<file path="src/logic/digit_view_defines.svh">
`ifndef DIGIT_VIEW_DEFINES_SVH
`define DIGIT_VIEW_DEFINES_SVH

// ------------------------------
// display raster, 640x480 at 60 Hz
// ------------------------------
`define DV_H_ACTIVE     640     // visible pixels per line
`define DV_H_TOTAL      800     // pixels per line incl blanking
`define DV_HS_START     656     // first hsync pixel
`define DV_HS_END       752     // first pixel after hsync
`define DV_V_ACTIVE     480     // visible lines
`define DV_V_TOTAL      525     // lines per frame
`define DV_VS_START     490     // first vsync line
`define DV_VS_END       492     // first line after vsync
`define DV_COORD_W      10      // x/y and camera index width

// ------------------------------
// capture lattice and overlay
// ------------------------------
`define DV_GRID         28      // grid is 28 x 28
`define DV_SAMPLE_SHIFT 3       // every 8th pixel / line
`define DV_BIN_SHIFT    4       // 16 px grid cells
`define DV_BIN_X        2       // window origin, in cells
`define DV_BIN_Y        0
`define DV_CLASS_SHIFT  5       // 32 px class cells
`define DV_CLASS_X      1       // bar origin, in cells
`define DV_CLASS_Y      14
`define DV_CLASSES      10      // one cell per digit
`define DV_THRESHOLD    30      // r+g+b below this counts as ink

`endif

</file>
<file path="src/logic/digit_view_pkg.sv">
`include "digit_view_defines.svh"

package digit_view_pkg;

    // camera word, channels stored swapped as on the sensor bus
    typedef struct packed {
        logic [4:0] b;  // top bits
        logic [5:0] g;
        logic [4:0] r;  // bottom bits
    } rgb565_fields_t;

    // one 16 bit word, seen whole or split into channels
    typedef union packed {
        logic [15:0]    raw;    // word as it arrives
        rgb565_fields_t f;      // channel view for binarizing
    } rgb565_t;

    // binarized digit, [row][col], row major
    // bit [r][c] came from camera line 8*r, pixel 8*c
    typedef logic [`DV_GRID-1:0][`DV_GRID-1:0] digit_grid_t;

endpackage

</file>
<file path="src/logic/cam_decimator.sv">
`timescale 1ns/1ps
`include "digit_view_defines.svh"

module cam_decimator (
    input  logic                        video_clk,
    input  logic                        rst_n,
    input  logic                        cam_vsync,  // high in frame blanking
    input  logic                        cam_href,   // high across one line
    input  logic                        cam_valid,  // one strobe per pixel
    input  digit_view_pkg::rgb565_t     cam_pixel,
    output digit_view_pkg::digit_grid_t grid        // frame latched at vsync
);

    localparam int LAT_W = `DV_COORD_W - `DV_SAMPLE_SHIFT;  // lattice index width
    localparam int CELLS = `DV_GRID * `DV_GRID;             // 784 samples

    logic [`DV_COORD_W-1:0] pix_idx;    // pixel within line
    logic [`DV_COORD_W-1:0] line_idx;   // line within frame
    logic                   href_q;     // href one cycle back
    logic                   href_fall;
    logic                   pix_on;     // pixel column on lattice
    logic                   line_on;    // line on lattice
    logic                   sample;     // take this pixel
    logic [7:0]             bright;     // r+g+b, max 125
    logic                   ink;        // dark enough to count
    logic [CELLS-1:0]       shr;        // fills from the top

    // ------------------------------
    // camera position
    // ------------------------------
    assign href_fall = href_q & ~cam_href;

    always_ff @(posedge video_clk or negedge rst_n) begin
        if (!rst_n) begin
            href_q   <= 1'b0;
            pix_idx  <= '0;
            line_idx <= '0;
        end else begin
            href_q <= cam_href;

            if (!cam_href) begin
                pix_idx <= '0;              // restart every line
            end else if (cam_valid) begin
                pix_idx <= pix_idx + 1'b1;
            end

            if (cam_vsync) begin
                line_idx <= '0;             // first line is 0
            end else if (href_fall) begin
                line_idx <= line_idx + 1'b1; // next line after href drops
            end
        end
    end

    // ------------------------------
    // lattice and threshold
    // ------------------------------
    assign pix_on  = (pix_idx[`DV_SAMPLE_SHIFT-1:0] == '0) &&
                     (pix_idx[`DV_COORD_W-1:`DV_SAMPLE_SHIFT] < LAT_W'(`DV_GRID));
    assign line_on = (line_idx[`DV_SAMPLE_SHIFT-1:0] == '0) &&
                     (line_idx[`DV_COORD_W-1:`DV_SAMPLE_SHIFT] < LAT_W'(`DV_GRID));
    assign sample  = cam_valid & pix_on & line_on;

    // channel sum through the field view
    assign bright = 8'(cam_pixel.f.r) + 8'(cam_pixel.f.g) + 8'(cam_pixel.f.b);
    assign ink    = bright < 8'(`DV_THRESHOLD);

    // first sample of the frame ends up at bit 0 = [0][0]
    always_ff @(posedge video_clk) begin
        if (sample) begin
            shr <= {ink, shr[CELLS-1:1]};
        end
    end

    // copy out in blanking so the display sees whole frames only
    always_ff @(posedge video_clk or negedge rst_n) begin
        if (!rst_n) begin
            grid <= '0;
        end else if (cam_vsync) begin
            grid <= shr;
        end
    end

endmodule

</file>
<file path="src/logic/digit_view_top.sv">
`timescale 1ns/1ps
`include "digit_view_defines.svh"

module digit_view_top (
    input  logic                    video_clk,
    input  logic                    rst_n,
    input  logic                    cam_vsync,
    input  logic                    cam_href,
    input  logic                    cam_valid,
    input  digit_view_pkg::rgb565_t cam_pixel,
    input  logic [`DV_CLASSES-1:0]  class_vec,  // from the classifier
    output logic                    hs,
    output logic                    vs,
    output logic                    de,
    output logic [7:0]              r,
    output logic [7:0]              g,
    output logic [7:0]              b
);

    digit_view_pkg::digit_grid_t grid;     // latched capture
    logic                        tim_hs;
    logic                        tim_vs;
    logic                        tim_de;
    logic [`DV_COORD_W-1:0]      tim_x;
    logic [`DV_COORD_W-1:0]      tim_y;

    // ------------------------------
    // capture and binarize
    // ------------------------------
    cam_decimator u_cam_decimator (
        .video_clk (video_clk),
        .rst_n     (rst_n),
        .cam_vsync (cam_vsync),
        .cam_href  (cam_href),
        .cam_valid (cam_valid),
        .cam_pixel (cam_pixel),
        .grid      (grid)
    );

    // raster generator
    display_timing u_display_timing (
        .video_clk (video_clk),
        .rst_n     (rst_n),
        .tim_hs    (tim_hs),
        .tim_vs    (tim_vs),
        .tim_de    (tim_de),
        .tim_x     (tim_x),
        .tim_y     (tim_y)
    );

    // grid, class bar and background
    overlay_mixer u_overlay_mixer (
        .video_clk (video_clk),
        .rst_n     (rst_n),
        .tim_hs    (tim_hs),
        .tim_vs    (tim_vs),
        .tim_de    (tim_de),
        .tim_x     (tim_x),
        .tim_y     (tim_y),
        .grid      (grid),
        .class_vec (class_vec),
        .hs        (hs),
        .vs        (vs),
        .de        (de),
        .r         (r),
        .g         (g),
        .b         (b)
    );

endmodule

</file>
<file path="src/logic/display_timing.sv">
`timescale 1ns/1ps
`include "digit_view_defines.svh"

module display_timing (
    input  logic                   video_clk,
    input  logic                   rst_n,
    output logic                   tim_hs,  // active high hsync
    output logic                   tim_vs,  // active high vsync
    output logic                   tim_de,  // visible area
    output logic [`DV_COORD_W-1:0] tim_x,   // pixel column
    output logic [`DV_COORD_W-1:0] tim_y    // line number
);

    logic [`DV_COORD_W-1:0] hcount;  // 0..799
    logic [`DV_COORD_W-1:0] vcount;  // 0..524
    logic                   h_last;
    logic                   v_last;

    assign h_last = hcount == `DV_COORD_W'(`DV_H_TOTAL - 1);
    assign v_last = vcount == `DV_COORD_W'(`DV_V_TOTAL - 1);

    // ------------------------------
    // raster counters
    // ------------------------------
    always_ff @(posedge video_clk or negedge rst_n) begin
        if (!rst_n) begin
            hcount <= '0;
            vcount <= '0;
        end else begin
            if (h_last) begin
                hcount <= '0;
                if (v_last) begin
                    vcount <= '0;           // new frame
                end else begin
                    vcount <= vcount + 1'b1;
                end
            end else begin
                hcount <= hcount + 1'b1;
            end
        end
    end

    // ------------------------------
    // registered sync, enable, coords
    // ------------------------------
    always_ff @(posedge video_clk or negedge rst_n) begin
        if (!rst_n) begin
            tim_hs <= 1'b0;
            tim_vs <= 1'b0;
            tim_de <= 1'b0;
            tim_x  <= '0;
            tim_y  <= '0;
        end else begin
            tim_hs <= (hcount >= `DV_COORD_W'(`DV_HS_START)) &&
                      (hcount <  `DV_COORD_W'(`DV_HS_END));
            tim_vs <= (vcount >= `DV_COORD_W'(`DV_VS_START)) &&
                      (vcount <  `DV_COORD_W'(`DV_VS_END));
            tim_de <= (hcount < `DV_COORD_W'(`DV_H_ACTIVE)) &&
                      (vcount < `DV_COORD_W'(`DV_V_ACTIVE));
            tim_x  <= hcount;               // same cycle as syncs
            tim_y  <= vcount;
        end
    end

endmodule

</file>
<file path="src/logic/overlay_mixer.sv">
`timescale 1ns/1ps
`include "digit_view_defines.svh"

module overlay_mixer (
    input  logic                        video_clk,
    input  logic                        rst_n,
    input  logic                        tim_hs,
    input  logic                        tim_vs,
    input  logic                        tim_de,
    input  logic [`DV_COORD_W-1:0]      tim_x,
    input  logic [`DV_COORD_W-1:0]      tim_y,
    input  digit_view_pkg::digit_grid_t grid,       // latched digit
    input  logic [`DV_CLASSES-1:0]      class_vec,  // one bit per class
    output logic                        hs,
    output logic                        vs,
    output logic                        de,
    output logic [7:0]                  r,
    output logic [7:0]                  g,
    output logic [7:0]                  b
);

    localparam int BIN_CW  = `DV_COORD_W - `DV_BIN_SHIFT;    // grid cell coord width
    localparam int CLS_CW  = `DV_COORD_W - `DV_CLASS_SHIFT;  // class cell coord width
    localparam int GRID_IW = $clog2(`DV_GRID);
    localparam int CLS_IW  = $clog2(`DV_CLASSES);

    logic [BIN_CW-1:0] bin_col;  // cell relative to window origin
    logic [BIN_CW-1:0] bin_row;
    logic              in_bin;
    logic              bin_bit;
    logic [CLS_CW-1:0] cls_col;  // cell relative to bar origin
    logic [CLS_CW-1:0] cls_row;
    logic              in_cls;
    logic              cls_bit;
    logic [7:0]        pix_r;
    logic [7:0]        pix_g;
    logic [7:0]        pix_b;

    // ------------------------------
    // window decode
    // ------------------------------
    // left of origin wraps to a large value and falls outside
    assign bin_col = tim_x[`DV_COORD_W-1:`DV_BIN_SHIFT] - BIN_CW'(`DV_BIN_X);
    assign bin_row = tim_y[`DV_COORD_W-1:`DV_BIN_SHIFT] - BIN_CW'(`DV_BIN_Y);
    assign in_bin  = (bin_col < BIN_CW'(`DV_GRID)) && (bin_row < BIN_CW'(`DV_GRID));
    assign bin_bit = grid[bin_row[GRID_IW-1:0]][bin_col[GRID_IW-1:0]];

    assign cls_col = tim_x[`DV_COORD_W-1:`DV_CLASS_SHIFT] - CLS_CW'(`DV_CLASS_X);
    assign cls_row = tim_y[`DV_COORD_W-1:`DV_CLASS_SHIFT];
    assign in_cls  = (cls_col < CLS_CW'(`DV_CLASSES)) && (cls_row == CLS_CW'(`DV_CLASS_Y));
    assign cls_bit = class_vec[cls_col[CLS_IW-1:0]];

    // ------------------------------
    // colour select
    // ------------------------------
    always_comb begin
        pix_r = tim_x[7:0];             // gradient background
        pix_g = tim_y[7:0];
        pix_b = 8'hff;
        if (!tim_de) begin
            pix_r = '0;                 // blank outside active area
            pix_g = '0;
            pix_b = '0;
        end else if (in_bin) begin
            pix_r = {8{bin_bit}};       // white ink on black
            pix_g = {8{bin_bit}};
            pix_b = {8{bin_bit}};
        end else if (in_cls) begin
            pix_r = {8{cls_bit}};
            pix_g = {8{cls_bit}};
            pix_b = {8{cls_bit}};
        end
    end

    // one stage, colour and syncs stay aligned
    always_ff @(posedge video_clk or negedge rst_n) begin
        if (!rst_n) begin
            hs <= 1'b0;
            vs <= 1'b0;
            de <= 1'b0;
            r  <= '0;
            g  <= '0;
            b  <= '0;
        end else begin
            hs <= tim_hs;
            vs <= tim_vs;
            de <= tim_de;
            r  <= pix_r;
            g  <= pix_g;
            b  <= pix_b;
        end
    end

endmodule
</file>
<file path="config.mk">
export PLATFORM = sky130hd
export DESIGN_NAME = digit_view_top
export DESIGN_NICKNAME = d
export VERILOG_FILES = /design/src/logic/digit_view_pkg.sv /design/src/logic/cam_decimator.sv /design/src/logic/digit_view_top.sv /design/src/logic/display_timing.sv /design/src/logic/overlay_mixer.sv
export VERILOG_INCLUDE_DIRS = /design/src /design/src/logic
export SDC_FILE = /design/constraint.sdc
export NUM_CORES = 2
export LEC_CHECK = 0
export BUFFER_PORTS_ARGS = -buffer_cell sky130_fd_sc_hd__buf_2
export CORE_ASPECT_RATIO = 0.9
export CORE_MARGIN = 2
export CORE_UTILIZATION = 65
export DETAILED_ROUTE_END_ITERATION = 16
export PLACE_DENSITY = 0.82
export SYNTH_ARGS = -nofsm -noshare
export SYNTH_HDL_FRONTEND = slang
export SYNTH_SLANG_ARGS = --single-unit
</file>
<file path="constraint.sdc">
create_clock -name video_clk -period 221.7 [get_ports video_clk]
set_input_delay 11.085 -clock video_clk [delete_from_list [all_inputs] [get_ports video_clk]]
set_output_delay 11.085 -clock video_clk [all_outputs]
set_load 0.01 [all_outputs]
</file>
Word-level counts from Yosys, hierarchy flattened
Cells that the tools add are included.
{ "word_totals": {"regBits": 1659, "in_bits": 31, "elab_cells": 107} }
{ "classes": {"addsub": 8, "magnitude_cmp": 15, "n_eq_ne": 4, "mux": 21, "bitwise": 4, "reduce_logical": 10} }
{ "ops": {"columns": ["cell", "n"], "rows": [
  ["binary-select mux 28 bit (select 5 bit)", 1],
  ["two-way mux 8 bit", 9],
  ["two-way mux 10 bit", 6],
  ["adder 10 x 1 -> 10 bit, second input constant", 4],
  ["two-way mux 28 bit", 1],
  ["== test 10 bit, second input constant", 2],
  ["less-than comparator 10 bit, second input constant", 2],
  ["less-than comparator 10 x 9 -> 1 bit, second input constant", 2],
  ["less-than comparator 7 x 5 -> 1 bit, second input constant", 2],
  ["less-than comparator 5 x 6 -> 1 bit, second input constant", 2],
  ["less-than comparator 6 x 5 -> 1 bit, second input constant", 2],
  ["greater-or-equal comparator 10 bit, second input constant", 1],
  ["greater-or-equal comparator 10 x 9 -> 1 bit, second input constant", 1],
  ["adder 8 x 5 -> 8 bit", 1],
  ["less-than comparator 8 x 5 -> 1 bit, second input constant", 1],
  ["adder 5 x 6 -> 7 bit", 1],
  ["logical AND 1 bit", 7],
  ["zero test 3 bit", 2],
  ["subtractor 6 x 2 -> 6 bit, second input constant", 1],
  ["binary-select mux 1 bit (select 5 bit)", 1],
  ["== test 5 x 4 -> 1 bit, second input constant", 1],
  ["less-than comparator 4 x 5 -> 1 bit, second input constant", 1],
  ["less-than comparator 5 x 4 -> 1 bit, second input constant", 1],
  ["subtractor 5 x 1 -> 5 bit, second input constant", 1],
  ["other kinds (6)", 9]
]} }

Logic depth before layout (Yosys ltp)
{ "logic_depth": {"ltp_word": 6, "mapped_depth": 15} }

Cells and area by module
Synthesis repeated with hierarchy kept, for this count alone.
{ "hier_totals": {"hier_cells": 3425, "area_unflattened_um2": 63609.8} }
{ "by_module_without_submodules": {"columns": ["module", "n_inst", "cells_each", "area_each_um2", "seq_area_each_um2"], "rows": [
  ["cam_decimator", 1, 2574, 54146.9, 43686.9],
  ["overlay_mixer", 1, 723, 7806.2, 500.5],
  ["display_timing", 1, 128, 1656.6, 1076.0]
]} }

Least setup slack after synthesis
OpenSTA, ideal clock, no wires.
{ "synth_path": {"path_kind": "input port to flip-flop", "from": "in cam_valid", "to": "reg u_cam_decimator.shr[0], enable pin", "arrival_ns": 85.697, "path_slack_ns": 132.149, "cell_stages": 2, "cell_sequence": "nand4_1 > nor4_1"} }
{ "synth_between": {"elab_chain_len": 2} }
{ "synth_rtl": {"columns": ["item", "line", "rtl"], "rows": [
  ["from (decl)", "digit_view_top.sv:9", "input logic cam_valid,"],
  ["bitwise AND 1 bit (2 in series)", "cam_decimator.sv:62", "assign sample = cam_valid & pix_on & line_on;"],
  ["via u_cam_decimator.sample", "cam_decimator.sv:23", "logic sample;"],
  ["to (signal assigned)", "cam_decimator.sv:71", "shr <= {ink, shr[CELLS-1:1]};"],
  ["to (decl)", "cam_decimator.sv:26", "logic [CELLS-1:0] shr;"]
]} }
The timed path passes the listed nets, and every way through them passes these cells.
A chain may end at the register's enable or synchronous reset.

Worst setup path in the final report
{ "layout_path": {"from": "in cam_valid", "to": "reg u_cam_decimator.shr[664], enable pin"} }
Same word-level chain as after synthesis.

==> impl_metrics.json <==
{
  "drc": 0,
  "io_buffers": 57,
  "layout-drive-gt1-share_pct": 36.4,
  "synth-seq-cells": 1652,
  "die_area_um2": 99800,
  "ys_async_sr_fraction_pct": 52.5,
  "grt_max_degree": 179,
  "p_leak_nw": 19.7,
  "postCtsHoldBufs": 0,
  "clk_latency_ns": 0.75,
  "io_pins": 58,
  "grt_pass1_vias": 33500,
  "synthCells": 3428,
  "root_buffer": "clkbuf_16",
  "fin_skew_ns": 0.0246,
  "cts_tree": "done",
  "hold_ws_ns": 0.335,
  "crit_path_end_kind": "flop",
  "crit_required_ns": 222.06,
  "max_slew_margin_pct": 7.61,
  "coreArea_um2": 96500,
  "wl_per_cell_um": 27.4,
  "final_common_cell": "dfrtp_1",
  "grt_pass1_wl_um": 207000,
  "avgViaCountPerCell": 6.43,
  "rsz0062_at_grt": "false",
  "synth_edf_count": 784,
  "min_path_cells": 0,
  "antenna_found_initial": 8,
  "route.vias.total": 31600,
  "syn_avg_cell_area_um2": 18.4,
  "routed_wl_um": 134000,
  "top_layer_used": "met5",
  "dieWidth_um": 333,
  "dr_wl_met3_um": 11900,
  "post_cts_buffers": 0,
  "dr.pass1.iters": 6,
  "cts_buffers": 155,
  "period_needed_ns": 15.71,
  "maxSlewViolCount": 0,
  "reg2reg_from": "u_cam_decimator.line_idx[0]",
  "timing.max_cap.violations": 0,
  "yosysSeqAreaShare_pct": 71.6,
  "ir_worst_vdd_mv": 0.00857,
  "fin_crit_sh_pct": 7.09,
  "ant_nets": 0,
  "fmax_ghz": 0.0637,
  "syn_nets": 3479,
  "nets": 3561,
  "cts.reportedPaths.clkPinSlew_ns": 0.06,
  "diodes": 0,
  "final_hold_viol_count": 0,
  "arrival_ns": 16.07,
  "worstHoldStart": "u_display_timing.tim_vs",
  "yosys_warnings": 0,
  "grt.total_usage_pct": 27.7,
  "clock-sinks": 1652,
  "h-tree-depth": 4,
  "start_kind": "input pin",
  "crit_start": "cam_valid",
  "crit_type": "in2reg",
  "whs_endpoint": "u_overlay_mixer.vs",
  "drt_iter0_drc": 3663,
  "reg2reg_depth": 9,
  "crit_fanout": 176,
  "gp_congestion": 0.917,
  "syn2layout_area_growth_pct": 10.5,
  "fin_setup_tns_ns": 0,
  "wl_met2_um": 64000,
  "ys.flop_type": "dfrtp_1",
  "cts_buffer_depth": 3,
  "tightest_slew_ns": 1.38,
  "dp_hpwl_um": 80500,
  "status": "finished clean",
  "min_path_type": "reg2reg",
  "start_util_pct": 65.5,
  "reg2reg_to": "u_cam_decimator.shr[664]",
  "power.density_nw_per_um2": 8.84,
  "mostFrequentLayoutCells": "dfrtp_1, mux2_2, edfxtp_1",
  "die_y_um": 300,
  "r2r_slack_ns": 215.86,
  "yosysUniqueCellTypes": 68,
  "setup_viol": 0,
  "row_count": 108,
  "drt-met1-wl_um": 54800,
  "netlist_area_um2": 63200,
  "grt_overflow_total": 0,
  "cts_resized": 0
}
## cells in the mapped netlist, types with 3 or more instances
| master | instances | area share [%] |
|---|---|---|
| dfrtp_1 | 868 | 34 |
| mux2_2 | 796 | 14 |
| edfxtp_1 | 784 | 37 |
| mux4_2 | 166 | 5.9 |
| clkbuf_1 | 117 | 0.69 |
| mux2i_1 | 96 | 1.5 |
| nand2_1 | 80 | 0.47 |
| nor2_1 | 66 | 0.39 |
| nand3_1 | 30 | 0.24 |
| a21oi_1 | 24 | 0.19 |
| a22oi_1 | 22 | 0.26 |
| nor2b_1 | 22 | 0.22 |
| xor2_1 | 21 | 0.29 |
| buf_6 | 20 | 0.36 |
| o21ai_0 | 20 | 0.16 |
| inv_1 | 19 | 0.11 |
| ha_1 | 18 | 0.36 |
| xnor2_1 | 18 | 0.25 |
| buf_2 | 17 | 0.13 |
| buf_4 | 17 | 0.20 |
| o22ai_1 | 16 | 0.16 |
| nor3_1 | 15 | 0.12 |
| o21a_1 | 15 | 0.18 |
| o211ai_1 | 14 | 0.17 |
| and2_1 | 11 | 0.11 |
| nand4_1 | 11 | 0.11 |
| buf_1 | 9 | 0.053 |
| and3_1 | 8 | 0.079 |
| o221ai_1 | 7 | 0.097 |
| nand2b_1 | 6 | 0.059 |
| nor4_1 | 6 | 0.059 |
| a21boi_0 | 5 | 0.059 |
| a31oi_1 | 5 | 0.049 |
| nand3b_1 | 5 | 0.059 |
| o31ai_1 | 5 | 0.059 |
| a221oi_1 | 4 | 0.055 |
| a22o_1 | 4 | 0.055 |
| buf_8 | 4 | 0.095 |
| o22a_1 | 4 | 0.055 |
| a211o_1 | 3 | 0.042 |
| a21o_1 | 3 | 0.036 |
| a221o_1 | 3 | 0.047 |
| a311oi_1 | 3 | 0.042 |
| nand4b_1 | 3 | 0.042 |
| or3b_2 | 3 | 0.042 |
## sequential cells by signal, indices dropped and copies added (netlist names), 8 cells and up
register / cells
u_display_timing.hcount: 10
u_overlay_mixer.g: 8
u_display_timing.vcount: 10
u_cam_decimator.grid: 784
u_cam_decimator.line_idx: 10
u_overlay_mixer.r: 8
u_display_timing.tim_x: 10
u_cam_decimator.shr: 784
u_display_timing.tim_y: 10
u_cam_decimator.pix_idx: 10
## report_power, final
part / internal, mW / switching (mW)
combinational: 0.00492 / 0.0147
clock: 0.157 / 0.113
sequential: 0.326 / 0.00129
total: 0.489 / 0.129
## kinds of logic (layout without fill, tap and decap cells)
| family | Yosys count | after routing | synth area share, % |
|---|---|---|---|
| DFF | 1652 | 1652 | 71.6 |
| muxes | 1060 | 1060 | 21.7 |
| and+or+nand+nor | 278 | 278 | 2.14 |
| buffers and inverters | 203 | 416 | 1.65 |
| AOI/OAI and AO/OA | 176 | 176 | 1.99 |
| xor gates and xnor gates | 39 | 39 | 0.540 |
| adders and majority gates | 20 | 20 | 0.419 |
## through the flow
step	setup WS (ns)	util (%)	instances	total power [mW]	area (um^2)
floorplan	132.15	-	3428	0.385	63200
global placement	205.40	67.0	4618	0.352	64600
detailed placement	205.23	67.0	4618	0.354	64600
CTS	206.06	72.4	4906	0.621	69900
global route	205.64	72.4	4906	0.635	69900
finish	205.99	72.4	4906	0.617	69900
## layer usage
| metal | up-vias | track usage, % |
|---|---|---|
| met1 | 16800 | 40.1 |
| li1 | 13200 | - |
| met2 | 1306 | 42.4 |
| met3 | 256 | 6.93 |
| met5 | - | 0.0473 |
| met4 | 6 | 8.87 |
## worst max-delay path, cell delays in order
cell and delay [ns]:
buf_2 0.15, nand4_1 0.14, nor4_2 0.29, buf_4 0.89, buf_12 0.73, buf_4 0.83
buf_4 0.90, buf_4 0.74
## cell type report
class	count	area [um^2]
tap	1265	1580
clock inverter	59	683
timing repair buffer	109	771
sequential	1652	45300
clock buffer	229	4530
fill	5444	26600
multi-input combinational	1573	16900
inverter	19	71.3
## how the worst max path moves through the flow
stage / end / slack, ns / cells past startpoint
floorplan: u_cam_decimator.shr[0] / 132.15 / 2
global placement: u_cam_decimator.shr[610] / 205.40 / 8
detailed placement: u_cam_decimator.shr[582] / 205.23 / 8
CTS: u_cam_decimator.shr[637] / 206.06 / 8
global route: u_cam_decimator.shr[665] / 205.64 / 8
finish: u_cam_decimator.shr[664] / 205.99 / 8
Power figures use the tool's default switching activity.
